**src/source/soc_bus_defs.svh**
```systemverilog
`ifndef SOC_BUS_DEFS_SVH
`define SOC_BUS_DEFS_SVH

// address map, compared against adr[31:16]
`define SOC_RAM_BASE_HI   16'h0000
`define SOC_TEXT_BASE_HI  16'hFFD0

// memory sizes in words
`define SOC_RAM_DEPTH     2048 // 64-bit words, 16 KiB
`define SOC_TEXT_DEPTH    2048 // 32-bit words, 8 KiB

// byte lanes per word on each bus
`define SOC_SYS_LANES     8
`define SOC_IO_LANES      4

// address bit that picks the 32-bit half
`define SOC_HALF_BIT      2

`endif

```
**src/source/soc_bus_pkg.sv**
```systemverilog
package soc_bus_pkg;

	typedef logic [31:0] adr_t; // byte address
	typedef logic [63:0] dat64_t; // system data word
	typedef logic [31:0] dat32_t; // i/o data word
	typedef logic [7:0]  sel8_t; // system byte enables
	typedef logic [3:0]  sel4_t; // i/o byte enables

	// system bus, master to slave
	typedef struct packed {
		logic   cyc;
		logic   stb;
		logic   we;
		sel8_t  sel;
		adr_t   adr;
		dat64_t dat;
	} bus_req_t;

	// system bus, slave to master
	typedef struct packed {
		logic   ack;
		logic   err;
		dat64_t dat;
	} bus_rsp_t;

	// i/o bus, bridge to slave
	typedef struct packed {
		logic   cyc;
		logic   stb;
		logic   we;
		sel4_t  sel;
		adr_t   adr;
		dat32_t dat;
	} io_req_t;

	// i/o bus, slave to bridge
	typedef struct packed {
		logic   ack;
		dat32_t dat;
	} io_rsp_t;

	typedef enum logic [1:0] {
		IDLE,
		ISSUE,
		DONE
	} bridge_state_e;

endpackage

```
**src/source/bus_decoder.sv**
```systemverilog
`include "soc_bus_defs.svh"

module bus_decoder import soc_bus_pkg::*; (
	input  logic     clk,
	input  logic     arst_n_i,
	input  bus_req_t req_i,
	output bus_rsp_t rsp_o,
	output bus_req_t ram_req_o,
	input  bus_rsp_t ram_rsp_i,
	output bus_req_t io_req_o,
	input  bus_rsp_t io_rsp_i
);

	logic ram_hit;
	logic io_hit;
	logic unmapped;
	logic err_q;

	assign ram_hit  = (req_i.adr[31:16] == `SOC_RAM_BASE_HI);
	assign io_hit   = (req_i.adr[31:16] == `SOC_TEXT_BASE_HI);
	assign unmapped = !ram_hit && !io_hit;

	// targets see the full request, stb only where it decodes
	always_comb begin
		ram_req_o     = req_i;
		ram_req_o.stb = req_i.stb & ram_hit;
		io_req_o      = req_i;
		io_req_o.stb  = req_i.stb & io_hit;
	end

	// one-cycle error pulse for a hole in the map
	always_ff @(posedge clk or negedge arst_n_i) begin
		if (!arst_n_i) begin
			err_q <= 1'b0;
		end else begin
			err_q <= req_i.cyc & req_i.stb & unmapped & ~err_q;
		end
	end

	always_comb begin
		rsp_o.ack = ram_rsp_i.ack | io_rsp_i.ack;
		rsp_o.err = err_q | ram_rsp_i.err | io_rsp_i.err;
		if (io_rsp_i.ack) begin
			rsp_o.dat = io_rsp_i.dat;
		end else begin
			rsp_o.dat = ram_rsp_i.dat; // default path, also idle value
		end
	end

	// a transfer ends either with ack or with err, never both
	a_ack_err_excl: assert property (
		@(posedge clk) disable iff (!arst_n_i)
		!(rsp_o.ack && rsp_o.err)
	);

endmodule

```
**config.mk**
```make
export PLATFORM = sky130hd
export DESIGN_NAME = bus_decoder
export DESIGN_NICKNAME = d
export VERILOG_FILES = /design/src/source/soc_bus_pkg.sv /design/src/source/bus_decoder.sv
export VERILOG_INCLUDE_DIRS = /design/src /design/src/source
export SDC_FILE = /design/constraint.sdc
export NUM_CORES = 1
export LEC_CHECK = 0
export BUFFER_PORTS_ARGS = -buffer_cell sky130_fd_sc_hd__buf_2
export CAP_MARGIN = 5
export CORE_AREA = 3 3 202 204
export CTS_BUF_LIST = sky130_fd_sc_hd__clkbuf_4 sky130_fd_sc_hd__clkbuf_8
export DETAILED_ROUTE_END_ITERATION = 8
export DIE_AREA = 0 0 205 207
export GPL_TIMING_DRIVEN = 0
export SLEW_MARGIN = 20
export SYNTH_ARGS = -nofsm -noshare
export SYNTH_HDL_FRONTEND = slang
export SYNTH_SLANG_ARGS = --single-unit
```
**constraint.sdc**
```tcl
create_clock -name clk -period 1 [get_ports clk]
set_input_delay 0.05 -clock clk [delete_from_list [all_inputs] [get_ports clk]]
set_output_delay 0.05 -clock clk [all_outputs]
set_load 0.1 [all_outputs]
```
==> qor.csv <==
metric,value,unit
postSynth.asyncResetShare,1.00,
fin_worst_skew,0,ps
worstHoldStart,req_i[106],
violations,setup timing,
timing.rr.start,err_q$_DFF_PN0_,
critPathLaunch,req_i[82],
place_ws,-773,ps
portBuffers,430,
critPathLaunchType,input port,
r2r_slack,230,ps
first_pass_iters,3,
tightest_slew,532,ps
wire_per_inst,12.2,µm
holdCritPathClass,in2reg,
synth_most_common_cell,buf_4,
grt_usage,0.0616,
finalSetupTns,-742,ps
reg.largest.list,err_q x1,
critPathBufInv,2,
slew_viol_final,0,
setup-violations-final,3,
die_area,42400,µm²
vias,3490,
nets,981,
synth_common_cells,"212 x buf_4, 59 x mux2_2, 7 x buf_2",
synthDistinctLibCells,17,
yosys_warnings,0,
syn-num-nets,542,
worstPathMaxFanout,2,
dpl-instance-area,5520,µm²
antenna_cells,0,
synth_edf_count,0,
largest_register_ffs,1,
synth_cells,301,
area_growth,145,%
gp_congestion,0.884,
critical_path_required,950,ps
timing.critical_path.max_delay_family,simple AND/OR/NAND/NOR gates,
synth_ff_type,dfrtp_1,
rows,73,
grt_max_degree,11,
status,finished with violations,
clock_latency,0,ps
p_leak,3.47,nW
cp_cell_sequence,buf_8 -> or4b_4 -> nor4_4 -> and2_4 -> buf_12,
vdd_drop_max,0.559,mV
final_util,0.155,
critical_path_arrival,1310,ps
synth-seq-cells,1,
grt-ovfl-total,0,
ys_top_cells_by_area,"buf_4 64%, mux2_2 27%, mux2_1 2.3%",
syn_avg_cell_area,8.28,µm²
grt_pass1_vias,3602,
pwr_density_cell,1200,nW/µm²
antenna_found_initial,1,
min_period,1360,ps
syn_area,2490,µm²
die_y,207,µm
routed_via_density,2.76,
critical_path.max_stage_delay,540,ps
drcViolationCount,0,
yosysSeqAreaShare,0.0100,
period_share,1.36,
core_area,39500,µm²
max_freq,736,MHz
slowest_stage,or4b_4,
start_util,0.0632,
clk_pin_slew,0,ps
synth_area_leader_cell,buf_4,
largest-register,err_q,
die_w,205,µm
rsz0062_at_grt,yes,
routed_wirelength,15.4,mm
drt_iter0_markers,65,
synth_top_area_frac,0.638,
drive_gt1_frac,0.989,
fin_area,6100,µm²
ios,521,
dp.final_hpwl,14.1,mm
antenna_left,0,
critPathKind,in2out,
maxSlewHeadroom,0.648,
grt_pass1_wl,20.3,mm
n_fill_cell,4445,
drv_cap,0,
end_kind,primary output,
hold_viol,0,
worst_slack,-359,ps
## logic make-up (layout without fill, tap and decap cells)
logic type | after synthesis | in the layout | share of synthesized area
mux | 64 | 64 | 0.289
buf+inv | 219 | 656 | 0.652
flops | 1 | 1 | 0.0100
simple gates | 16 | 16 | 0.0457
compound gates | 1 | 1 | 0.00301
## routing by layer
metal | global-route usage | vias to the layer above | share of wire
met5 | 0 | - | 0
li1 | - | 1646 | -
met1 | 0.0608 | 1530 | 0.34
met2 | 0.137 | 308 | 0.56
met4 | 0.00401 | 0 | 0.0084
met3 | 0.00629 | 6 | 0.090
## worst register-to-register path, cell delays in order (launching register included)
cell	delay, ps
dfrtp_1	350
nand3b_1	180
a211oi_2	150
## worst paths after layout
path | depth (start not counted) | endpoint
max reg2reg | 2 | err_q$_DFF_PN0_
max in group asynchronous | 2 | err_q$_DFF_PN0_
max | 5 | io_req_o[105]
min | 3 | err_q$_DFF_PN0_
min reg2reg | 2 | err_q$_DFF_PN0_
min in group asynchronous | 2 | err_q$_DFF_PN0_
## cell usage in the layout, fill, tap and decap left out
| cell type | instances |
|---|---|
| clkbuf_4 | 1 |
| or4b_4 | 1 |
| nor3_1 | 1 |
| and2_4 | 1 |
| a211oi_2 | 1 |
| nand4bb_1 | 1 |
| nor3_4 | 1 |
| buf_6 | 53 |
| or3_4 | 2 |
| or2_2 | 1 |
| nand4_1 | 2 |
| dlygate4sd3_1 | 1 |
| buf_8 | 3 |
| mux2_2 | 15 |
| nor4_1 | 1 |
| buf_12 | 7 |
| and3_4 | 2 |
| mux2_4 | 49 |
| nor4_4 | 2 |
| buf_2 | 362 |
| buf_4 | 229 |
| nand3b_1 | 1 |
| dfrtp_1 | 1 |
## stage by stage
stage | hold WS (ps) | total power, mW | cells
floorplan | -246 | 6.03 | 301
global placement | -166 | 7.04 | 1256
detailed placement | -171 | 7.05 | 1256
CTS | 350 | 7.37 | 1260
global route | 374 | 7.53 | 1263
finish | 353 | 7.34 | 1263
## where the power goes
group | leakage [nW] | internal (mW) | total [mW] | switching, mW
Combinational | 3.46 | 1.72 | 7.30 | 5.58
Sequential | 0.0131 | 0.0434 | 0.0444 | 0.00102
Clock | 0 | 0 | 0 | 0
## what timing repair did
action                                  4_1_cts  5_1_grt
resized for setup                           145       14
endpoints found under the hold margin         1        0
setup buffers                                 3        3
hold buffers                                  1        0
pin swaps                                     7        8
endpoints found under the setup margin       69       11
## final cells by class
| type | instances | area (µm²) | area share |
|---|---|---|---|
| plain buffers | 219 | 1710 | 0.279 |
| multi-input cells | 81 | 1090 | 0.179 |
| flip-flops and latches | 1 | 25.0 | 0.00410 |
| well taps | 525 | 657 | 0.108 |
| repair buffers | 437 | 2630 | 0.430 |
(Power assumes the default switching activity.)
