File: src/source/soc_bus_defs.svh
`ifndef SOC_BUS_DEFS_SVH
`define SOC_BUS_DEFS_SVH

// address map, compared against adr[31:16]
`define SOC_RAM_BASE_HI   16'h0000
`define SOC_TEXT_BASE_HI  16'hFFD0

// memory sizes in words
`define SOC_RAM_DEPTH     2048 // 64-bit words, 16 KiB
`define SOC_TEXT_DEPTH    2048 // 32-bit words, 8 KiB

// byte lanes per word on each bus
`define SOC_SYS_LANES     8
`define SOC_IO_LANES      4

// address bit that picks the 32-bit half
`define SOC_HALF_BIT      2

`endif

File: src/source/soc_bus_pkg.sv
package soc_bus_pkg;

	typedef logic [31:0] adr_t; // byte address
	typedef logic [63:0] dat64_t; // system data word
	typedef logic [31:0] dat32_t; // i/o data word
	typedef logic [7:0]  sel8_t; // system byte enables
	typedef logic [3:0]  sel4_t; // i/o byte enables

	// system bus, master to slave
	typedef struct packed {
		logic   cyc;
		logic   stb;
		logic   we;
		sel8_t  sel;
		adr_t   adr;
		dat64_t dat;
	} bus_req_t;

	// system bus, slave to master
	typedef struct packed {
		logic   ack;
		logic   err;
		dat64_t dat;
	} bus_rsp_t;

	// i/o bus, bridge to slave
	typedef struct packed {
		logic   cyc;
		logic   stb;
		logic   we;
		sel4_t  sel;
		adr_t   adr;
		dat32_t dat;
	} io_req_t;

	// i/o bus, slave to bridge
	typedef struct packed {
		logic   ack;
		dat32_t dat;
	} io_rsp_t;

	typedef enum logic [1:0] {
		IDLE,
		ISSUE,
		DONE
	} bridge_state_e;

endpackage

File: src/source/io_bridge.sv
`include "soc_bus_defs.svh"

module io_bridge import soc_bus_pkg::*; (
	input  logic     clk,
	input  logic     arst_n_i,
	input  bus_req_t s_req_i,
	output bus_rsp_t s_rsp_o,
	output io_req_t  m_req_o,
	input  io_rsp_t  m_rsp_i
);

	bridge_state_e state_q;
	bridge_state_e state_d;

	logic   start;
	logic   hi_half;
	adr_t   adr_q;
	logic   we_q;
	sel4_t  sel_q;
	dat32_t wdat_q;
	dat32_t rdat_q;

	assign start   = s_req_i.cyc & s_req_i.stb;
	assign hi_half = s_req_i.adr[`SOC_HALF_BIT];

	always_comb begin
		state_d = state_q;
		case (state_q)
			IDLE: begin
				if (start) begin
					state_d = ISSUE;
				end
			end
			ISSUE: begin
				if (m_rsp_i.ack) begin
					state_d = DONE; // wait states come from the i/o slave
				end
			end
			DONE: begin
				state_d = IDLE;
			end
			default: begin
				state_d = IDLE;
			end
		endcase
	end

	always_ff @(posedge clk or negedge arst_n_i) begin
		if (!arst_n_i) begin
			state_q <= IDLE;
		end else begin
			state_q <= state_d;
		end
	end

	// narrow the request to the addressed half
	always_ff @(posedge clk) begin
		if (state_q == IDLE && start) begin
			adr_q  <= s_req_i.adr;
			we_q   <= s_req_i.we;
			sel_q  <= hi_half ? s_req_i.sel[7:4] : s_req_i.sel[3:0];
			wdat_q <= hi_half ? s_req_i.dat[63:32] : s_req_i.dat[31:0];
		end
		if (state_q == ISSUE && m_rsp_i.ack) begin
			rdat_q <= m_rsp_i.dat;
		end
	end

	always_comb begin
		m_req_o.cyc = (state_q == ISSUE);
		m_req_o.stb = (state_q == ISSUE);
		m_req_o.we  = we_q;
		m_req_o.sel = sel_q;
		m_req_o.adr = adr_q;
		m_req_o.dat = wdat_q;
	end

	always_comb begin
		s_rsp_o.ack = (state_q == DONE);
		s_rsp_o.err = 1'b0;
		s_rsp_o.dat = {2{rdat_q}}; // same word on both halves
	end

	// i/o request keeps matching the held system request
	a_io_req_stable: assert property (
		@(posedge clk) disable iff (!arst_n_i)
		m_req_o.stb |-> (s_req_i.stb && s_req_i.adr == m_req_o.adr
			&& s_req_i.we == m_req_o.we)
	);

	a_sys_ack_held: assert property (
		@(posedge clk) disable iff (!arst_n_i)
		s_rsp_o.ack |-> (s_req_i.cyc && s_req_i.stb)
	);

endmodule

File: config.mk
export PLATFORM = sky130hd
export DESIGN_NAME = io_bridge
export DESIGN_NICKNAME = d
export VERILOG_FILES = /design/src/source/soc_bus_pkg.sv /design/src/source/io_bridge.sv
export VERILOG_INCLUDE_DIRS = /design/src /design/src/source
export SDC_FILE = /design/constraint.sdc
export NUM_CORES = 1
export LEC_CHECK = 0
export CAP_MARGIN = 10
export CORE_AREA = 2 2 110 112
export CTS_CLUSTER_SIZE = 14
export DETAILED_ROUTE_END_ITERATION = 8
export DIE_AREA = 0 0 112 114
export DONT_BUFFER_PORTS = 1
export SKIP_LAST_GASP = 1
export SLEW_MARGIN = 5
export SYNTH_ARGS = -nofsm -noshare
export SYNTH_HDL_FRONTEND = slang
export SYNTH_SLANG_ARGS = --single-unit
File: constraint.sdc
create_clock -name clk -period 7.5 [get_ports clk]
set_clock_uncertainty 0.05 [all_clocks]
set_input_delay 0.375 -clock clk [delete_from_list [all_inputs] [get_ports clk]]
set_output_delay 0.375 -clock clk [all_outputs]
set_load 0.1 [all_outputs]
==> metrics.md, run 1 <==
| Metric | Value |
|---|---|
| Design area | `5066 um^2` |
| Worst Min Path Start | `s_req_i[94]` |
| Rows | `40` |
| Cell count after placement | `approximately 330` |
| Fin crit share | `28.39%` |
| Unique cell type count in the Yosys netlist | `14` |
| Worst path bufs/invs | `0` |
| Total grt overflow | `0` |
| Die width | `between 100 and 150 um` |
| Wirelength per Cell | `24.73 um` |
| Synthesized net count | `330` |
| Syn. warnings | `0` |
| Remaining DRCs | `0` |
| RSZ-0062 raised after global routing | `false` |
| Synth cell count leaders | `101 x edfxtp_1, 36 x buf_4, 30 x mux2_4, 6 x mux2_2, 3 x buf_12` |
| Clock transition at path regs | `roughly 0.080 ns` |
| EDFF count, synth | `slightly above 100` |
| Routability-driven placement congestion ratio | `0.7579` |
| Reg power frac | `59.1%` |
| Hold Slack | `0.06652 ns` |
| Clock power frac | `29.2%` |
| Setup WS post-layout | `5.371 ns` |
| Synth-to-layout area growth | `26.77%` |
| Register Area | `3083 um^2` |
| Top cells by area, synth | `edfxtp_1 76%, mux2_4 11%, buf_4 6.8%` |
| Layout cell share with drive strength beyond 1 | `45.27%` |
| Synth Flop Type | `edfxtp_1` |
| Layout Cells excl Fill | `348` |
| Area post-placement | `4765 um^2` |
| Largest net degree at the start of global routing | `49` |
| Clock root buffer | `clkbuf_16` |
| Post-CTS Setup Inserts | `0` |
| Vias in the first global route | `~1700` |
| Worst R2R Path Depth | `2` |
| Final setup fails | `0` |
| Pleak | `1.825 nW` |
| Min-delay worst type | `input port to register` |
| Worst path top cell family by delay | `simple AND/OR/NAND/NOR gates` |
| Slowest-stage cell, CP | `nor2b_2` |
| Top-count cell post-synth | `edfxtp_1` |
| Final Net Count | `338` |
| Final Util | `a little over two fifths` |
| Post-layout min period | `2.129 ns` |
| CP required | `slightly above 7 ns` |
| Starting Density | `34.12%` |
| Hold Vio Cnt, Final | `0` |
| Crit path max fanout | `5` |
| Reg2reg end | `wdat_q[20]` |
| Worst Tran Pin Value | `1.080 ns` |
| Fmax | `approximately 470 MHz` |
| Max incr delay on CP | `0.91 ns` |
| Die area | `12770 um^2` |
| Final ANT Viol Nets | `0` |
| Starting DRT DRC Count | `100` |
| Detailed placer's ending HPWL | `6782 um` |
| Setup TNS | `0 ns` |
| DR pass1 iterations | `4` |
| Initial antenna violation count | `0` |
| Power share of the combinational group | `11.7%` |
| Via count | `1643` |
| Yosys top cell area share | `75.89%` |
| Num CTS Buffers | `9` |
| Maximum vdd drop | `200.1 uV` |
| H-tree levels | `3` |
| Cell Chain, Critical Path | `nor2b_2` |
| First-pass GRT wire length | `11390 um` |
| GRT Util Overall | `12.91%` |
| CP endpoint kind | `output pin` |
| Core area | `11710 um^2` |
| CTS tree | `done` |
| Pint | `0.9808 mW` |
| Outcome | `finished, final reports clean` |
| Worst-skew pair later-pin latency | `0.34 ns` |
| Ys async rst share | `1.942%` |
| Ant diodes | `0` |
| CP Launch Type | `register` |
| Clock sink count | `103` |
| Switch share | `36.06%` |
| Flops & latches, synth | `103` |
| Critical R2R Launch | `state_q[1]` |
| Sequential-to-total area share from yosys stat | `77.14%` |
| Area leader, netlist | `edfxtp_1` |
| CP arrival | `1.70 ns` |
| CTS Hold Bufs | `1` |
| I/O Buffers | `0` |
| CTS Buffer Depth | `2` |
| Number of max-cap violations | `0` |
| Min-Delay Path Depth | `0` |
| R2r setup slk | `5.86 ns` |
| PostCTS Resize Cnt | `0` |
| Kind of critical path | `register to output pin` |
| Ports | `between 200 and 300` |
| Syn_area_per_cell | `21.26 um^2` |
| Drt total wl | `about 8600 um` |
| Cells after Synth | `188` |
| Fillcell total | `1006` |
| Mapped Area | `3996 um^2` |
| Die H | `114 um` |
| Slew Viols, Final | `0` |
| Via density | `4.721` |
| WHS Endpoint | `adr_q[30]` |
| Slew margin rel. | `around 28%` |
| Net switching power | `around 0.55 mW` |
| Area of the multi-input gates | `586.8 um^2` |
| Tot Pwr | `between 1.5 and 2 mW` |
| P per Cell Area | `302.8 nW/um^2` |
| Worst slack, placed | `5.756 ns` |
-- cell type report --
cell class / count / area share [%]
well taps: 147 / 3.631
flip-flops and latches: 103 / 60.85
multi-input cells: 45 / 11.58
clock inverters: 7 / 1.309
clock buffers: 9 / 4.446
repair buffers: 37 / 18.18
-- layer usage --
| layer | part of all wire (%) | track usage (%) | vias to the layer above | wire length (um) |
|---|---|---|---|---|
| met4 | 2.0 | 6.585 | 0 | 173 |
| met5 | 0 | 0 | - | 0 |
| met3 | 16 | 8.502 | 13 | 1358 |
| li1 | - | - | 693 | - |
| met2 | 52 | 22.67 | 177 | 4493 |
| met1 | 30 | 11.25 | 760 | 2583 |
-- logic make-up after synthesis --
kind of cell	share of synthesized area (%)
flops	77.14
other cells	0.09384
simple gates	1.064
compound gates	0.1879
mux	12.96
buf+inv	8.547
-- layout by cell type, fill, tap and decap left out, drive strengths merged --
master	Yosys	final
edfxtp	101	101
buf	40	36
mux2	36	36
clkbuf	0	9
inv	0	3
and2	2	2
clkinvlp	0	2
clkinv	0	2
dfrtp	2	2
nor2b	2	2
nand2	1	1
nor3	1	1
or3b	1	1
o31ai	1	1
conb	1	1
dlygate4sd3	0	1
-- how the worst max path moves through the flow --
stage / slack, ns / to / cells past startpoint / startpoint
finish: 5.37 / s_rsp_o[65] / 1 / state_q[1]
global route: 5.32 / s_rsp_o[65] / 1 / state_q[1]
CTS: 5.36 / s_rsp_o[65] / 1 / state_q[1]
detailed placement: 5.76 / s_rsp_o[65] / 1 / state_q[1]
global placement: 5.77 / s_rsp_o[65] / 1 / state_q[1]
floorplan: 1.74 / adr_q[0] / 1 / state_q[0]
-- registers in the layout, summed over array words and instances (netlist names) --
| name | count |
|---|---|
| we_q | 1 |
| wdat_q | 32 |
| rdat_q | 32 |
| sel_q | 4 |
| state_q | 2 |
| adr_q | 32 |
-- power groups by stage --
stage / clock network, mW / registers (mW) / logic, mW
3_3_place_gp: 0 / 0.919 / 0.179
5_1_grt: 0.488 / 0.910 / 0.184
3_5_place_dp: 0 / 0.919 / 0.181
6_report: 0.449 / 0.906 / 0.179
4_1_cts: 0.465 / 0.907 / 0.181
2_1_floorplan: 0 / 0.905 / 0.144
(Power assumes the default switching activity.)
==> run 2: changes to the inputs <==
Clock period 7.5 ns to 1.95 ns, I/O delays scaled along.
==> run 2 against run 1 <==
The flow now stops in clock tree synthesis. Synthesized cell count unchanged. Synthesized area is the same.
==> metrics.md, run 2 <==
| Metric | Value |
|---|---|
| Outcome | `did not finish (was finished, final reports clean)` |
| Yosys top cell area share | `75.89% (unchanged)` |
| Unique cell type count in the Yosys netlist | `14 (unchanged)` |
| Num CTS Buffers | `9 (unchanged)` |
| Synth Area in Compound Gates | `0.1879% (unchanged)` |
| Ys async rst share | `1.942% (unchanged)` |
| Die width | `112 um (unchanged)` |
| Top-count cell post-synth | `edfxtp_1 (unchanged)` |
| Synth Flop Type | `edfxtp_1 (unchanged)` |
| Syn. warnings | `0 (unchanged)` |
| CTS Hold Bufs | `102 (was 1)` |
| Clock root buffer | `clkbuf_16 (unchanged)` |
| Ports | `279 (unchanged)` |
| Post-synthesis mux area share | `12.96% (unchanged)` |
| Cells after Synth | `188 (unchanged)` |
| Post-CTS Setup Inserts | `0 (unchanged)` |
| Adder-Cell Fraction of Synth Area | `0% (unchanged)` |
| H-tree levels | `3 (unchanged)` |
| Sequential-to-total area share from yosys stat | `77.14% (unchanged)` |
| Xor-xnor portion of the synthesized cell area | `0% (unchanged)` |
| Area leader, netlist | `edfxtp_1 (unchanged)` |
| Starting Density | `34.12% (unchanged)` |
| Synthesized net count | `330 (unchanged)` |
| Detailed placer's ending HPWL | `7631 um (was 6782 um)` |
| Flops & latches, synth | `103 (unchanged)` |
| Main combinational cell family by area after synthesis | `multiplexers (unchanged)` |
| I/O Buffers | `0 (unchanged)` |
| Synth cell count leaders | `101 x edfxtp_1, 36 x buf_4, 30 x mux2_4, 6 x mux2_2, 3 x buf_12 (unchanged)` |
| PostCTS Resize Cnt | `0 (unchanged)` |
| Clock sink count | `103 (unchanged)` |
| Rows | `40 (unchanged)` |
| Die H | `114 um (unchanged)` |
| Mapped Area | `3996 um^2 (unchanged)` |
| CTS Buffer Depth | `2 (unchanged)` |
| Halt Reason | `[ERROR RSZ-0060] Max buffer count reached.` |
| Exit stage | `clock tree synthesis` |
| Post-synthesis simple-gate area fraction | `1.064% (unchanged)` |
| Syn_area_per_cell | `21.26 um^2 (unchanged)` |
| Top cells by area, synth | `edfxtp_1 76%, mux2_4 11%, buf_4 6.8% (unchanged)` |
| Cell count after placement | `433 (was 331)` |
| Worst slack, placed | `0.5020 ns (was 5.756 ns)` |
| EDFF count, synth | `101 (unchanged)` |
| Routability-driven placement congestion ratio | `0.8297 (was 0.7579)` |
run 2: kinds of logic after synthesis:
group | count (synthesis)
other | 1
DFF | 103
muxes | 36
buffers and inverters | 40
and+or+nand+nor | 7
AOI/OAI and AO/OA | 1
run 2: metrics by stage:
stage	cell area (um^2)	TNS (ns)	hold WS, ns
2_1_floorplan	4008	-44.02	-0.2481
3_3_place_gp	5562	0	-0.2480
3_5_place_dp	5562	0	-0.2480
==> run 3: changes to the inputs <==
Settings changed: CORE_AREA 2 2 110 112 to 2 2 119 121, CTS_CLUSTER_SIZE 14 to unset, DIE_AREA 0 0 112 114 to 0 0 121 123, PLACE_DENSITY_LB_ADDON set to 0.15.
Clock period 1.95 ns to 2.5 ns, I/O delays scaled along.
==> run 3 against run 2 <==
The run again fails in clock tree synthesis. Synthesized area did not move. Synthesized cell count unchanged.
==> metrics.md, run 3 <==
| Metric | Value |
|---|---|
| Halt Reason | `[ERROR RSZ-0060] Max buffer count reached. (unchanged)` |
| Synth Flop Type | `edfxtp_1 (unchanged)` |
| Routability-driven placement congestion ratio | `0.7908 (was 0.8297)` |
| Syn. warnings | `0 (unchanged)` |
| Syn_area_per_cell | `21.26 um^2 (unchanged)` |
| Area leader, netlist | `edfxtp_1 (unchanged)` |
| Yosys top cell area share | `75.89% (unchanged)` |
| Cell count after placement | `397 (was 433)` |
| Starting Density | `29.36% (was 34.12%)` |
| Ys async rst share | `1.942% (unchanged)` |
| EDFF count, synth | `101 (unchanged)` |
| Rows | `43 (was 40)` |
| Mapped Area | `3996 um^2 (unchanged)` |
| Unique cell type count in the Yosys netlist | `14 (unchanged)` |
| Num CTS Buffers | `9 (unchanged)` |
| Die H | `123 um (was 114 um)` |
| CTS Hold Bufs | `102 (unchanged)` |
| Sequential-to-total area share from yosys stat | `77.14% (unchanged)` |
| Worst slack, placed | `0.9548 ns (was 0.5020 ns)` |
| Outcome | `did not finish (unchanged)` |
| Top-count cell post-synth | `edfxtp_1 (unchanged)` |
| Synthesized net count | `330 (unchanged)` |
| CTS Buffer Depth | `2 (unchanged)` |
| Area post-placement | `5060 um^2 (was 5562 um^2)` |
| Ports | `279 (unchanged)` |
| Detailed placer's ending HPWL | `7512 um (was 7631 um)` |
| Flops & latches, synth | `103 (unchanged)` |
| H-tree levels | `3 (unchanged)` |
| Top cells by area, synth | `edfxtp_1 76%, mux2_4 11%, buf_4 6.8% (unchanged)` |
| Post-CTS Setup Inserts | `0 (unchanged)` |
| Die width | `121 um (was 112 um)` |
| Cells after Synth | `188 (unchanged)` |
| PostCTS Resize Cnt | `0 (unchanged)` |
| Synth cell count leaders | `101 x edfxtp_1, 36 x buf_4, 30 x mux2_4, 6 x mux2_2, 3 x buf_12 (unchanged)` |
| I/O Buffers | `0 (unchanged)` |
| Clock root buffer | `clkbuf_16 (unchanged)` |
| Exit stage | `clock tree synthesis (unchanged)` |
| Clock sink count | `103 (unchanged)` |
-- run 3: cell counts after synthesis --
No cell type changed its count.
-- run 3: cells by family after synthesis --
family	count (synthesis)	synth area share (%)
AO/OA/AOI/OAI	1	0.1879
multiplexers	36	12.96
buffers and inverters	40	8.547
flip-flops	103	77.14
AND/OR/NAND/NOR	7	1.064
other	1	0.09384
-- run 3: metrics by stage --
stage	hold slack [ns]	utilization (%)
after floorplan	-0.2206	-
after global placement	-0.2205	37.17
after detailed placement	-0.2205	37.17
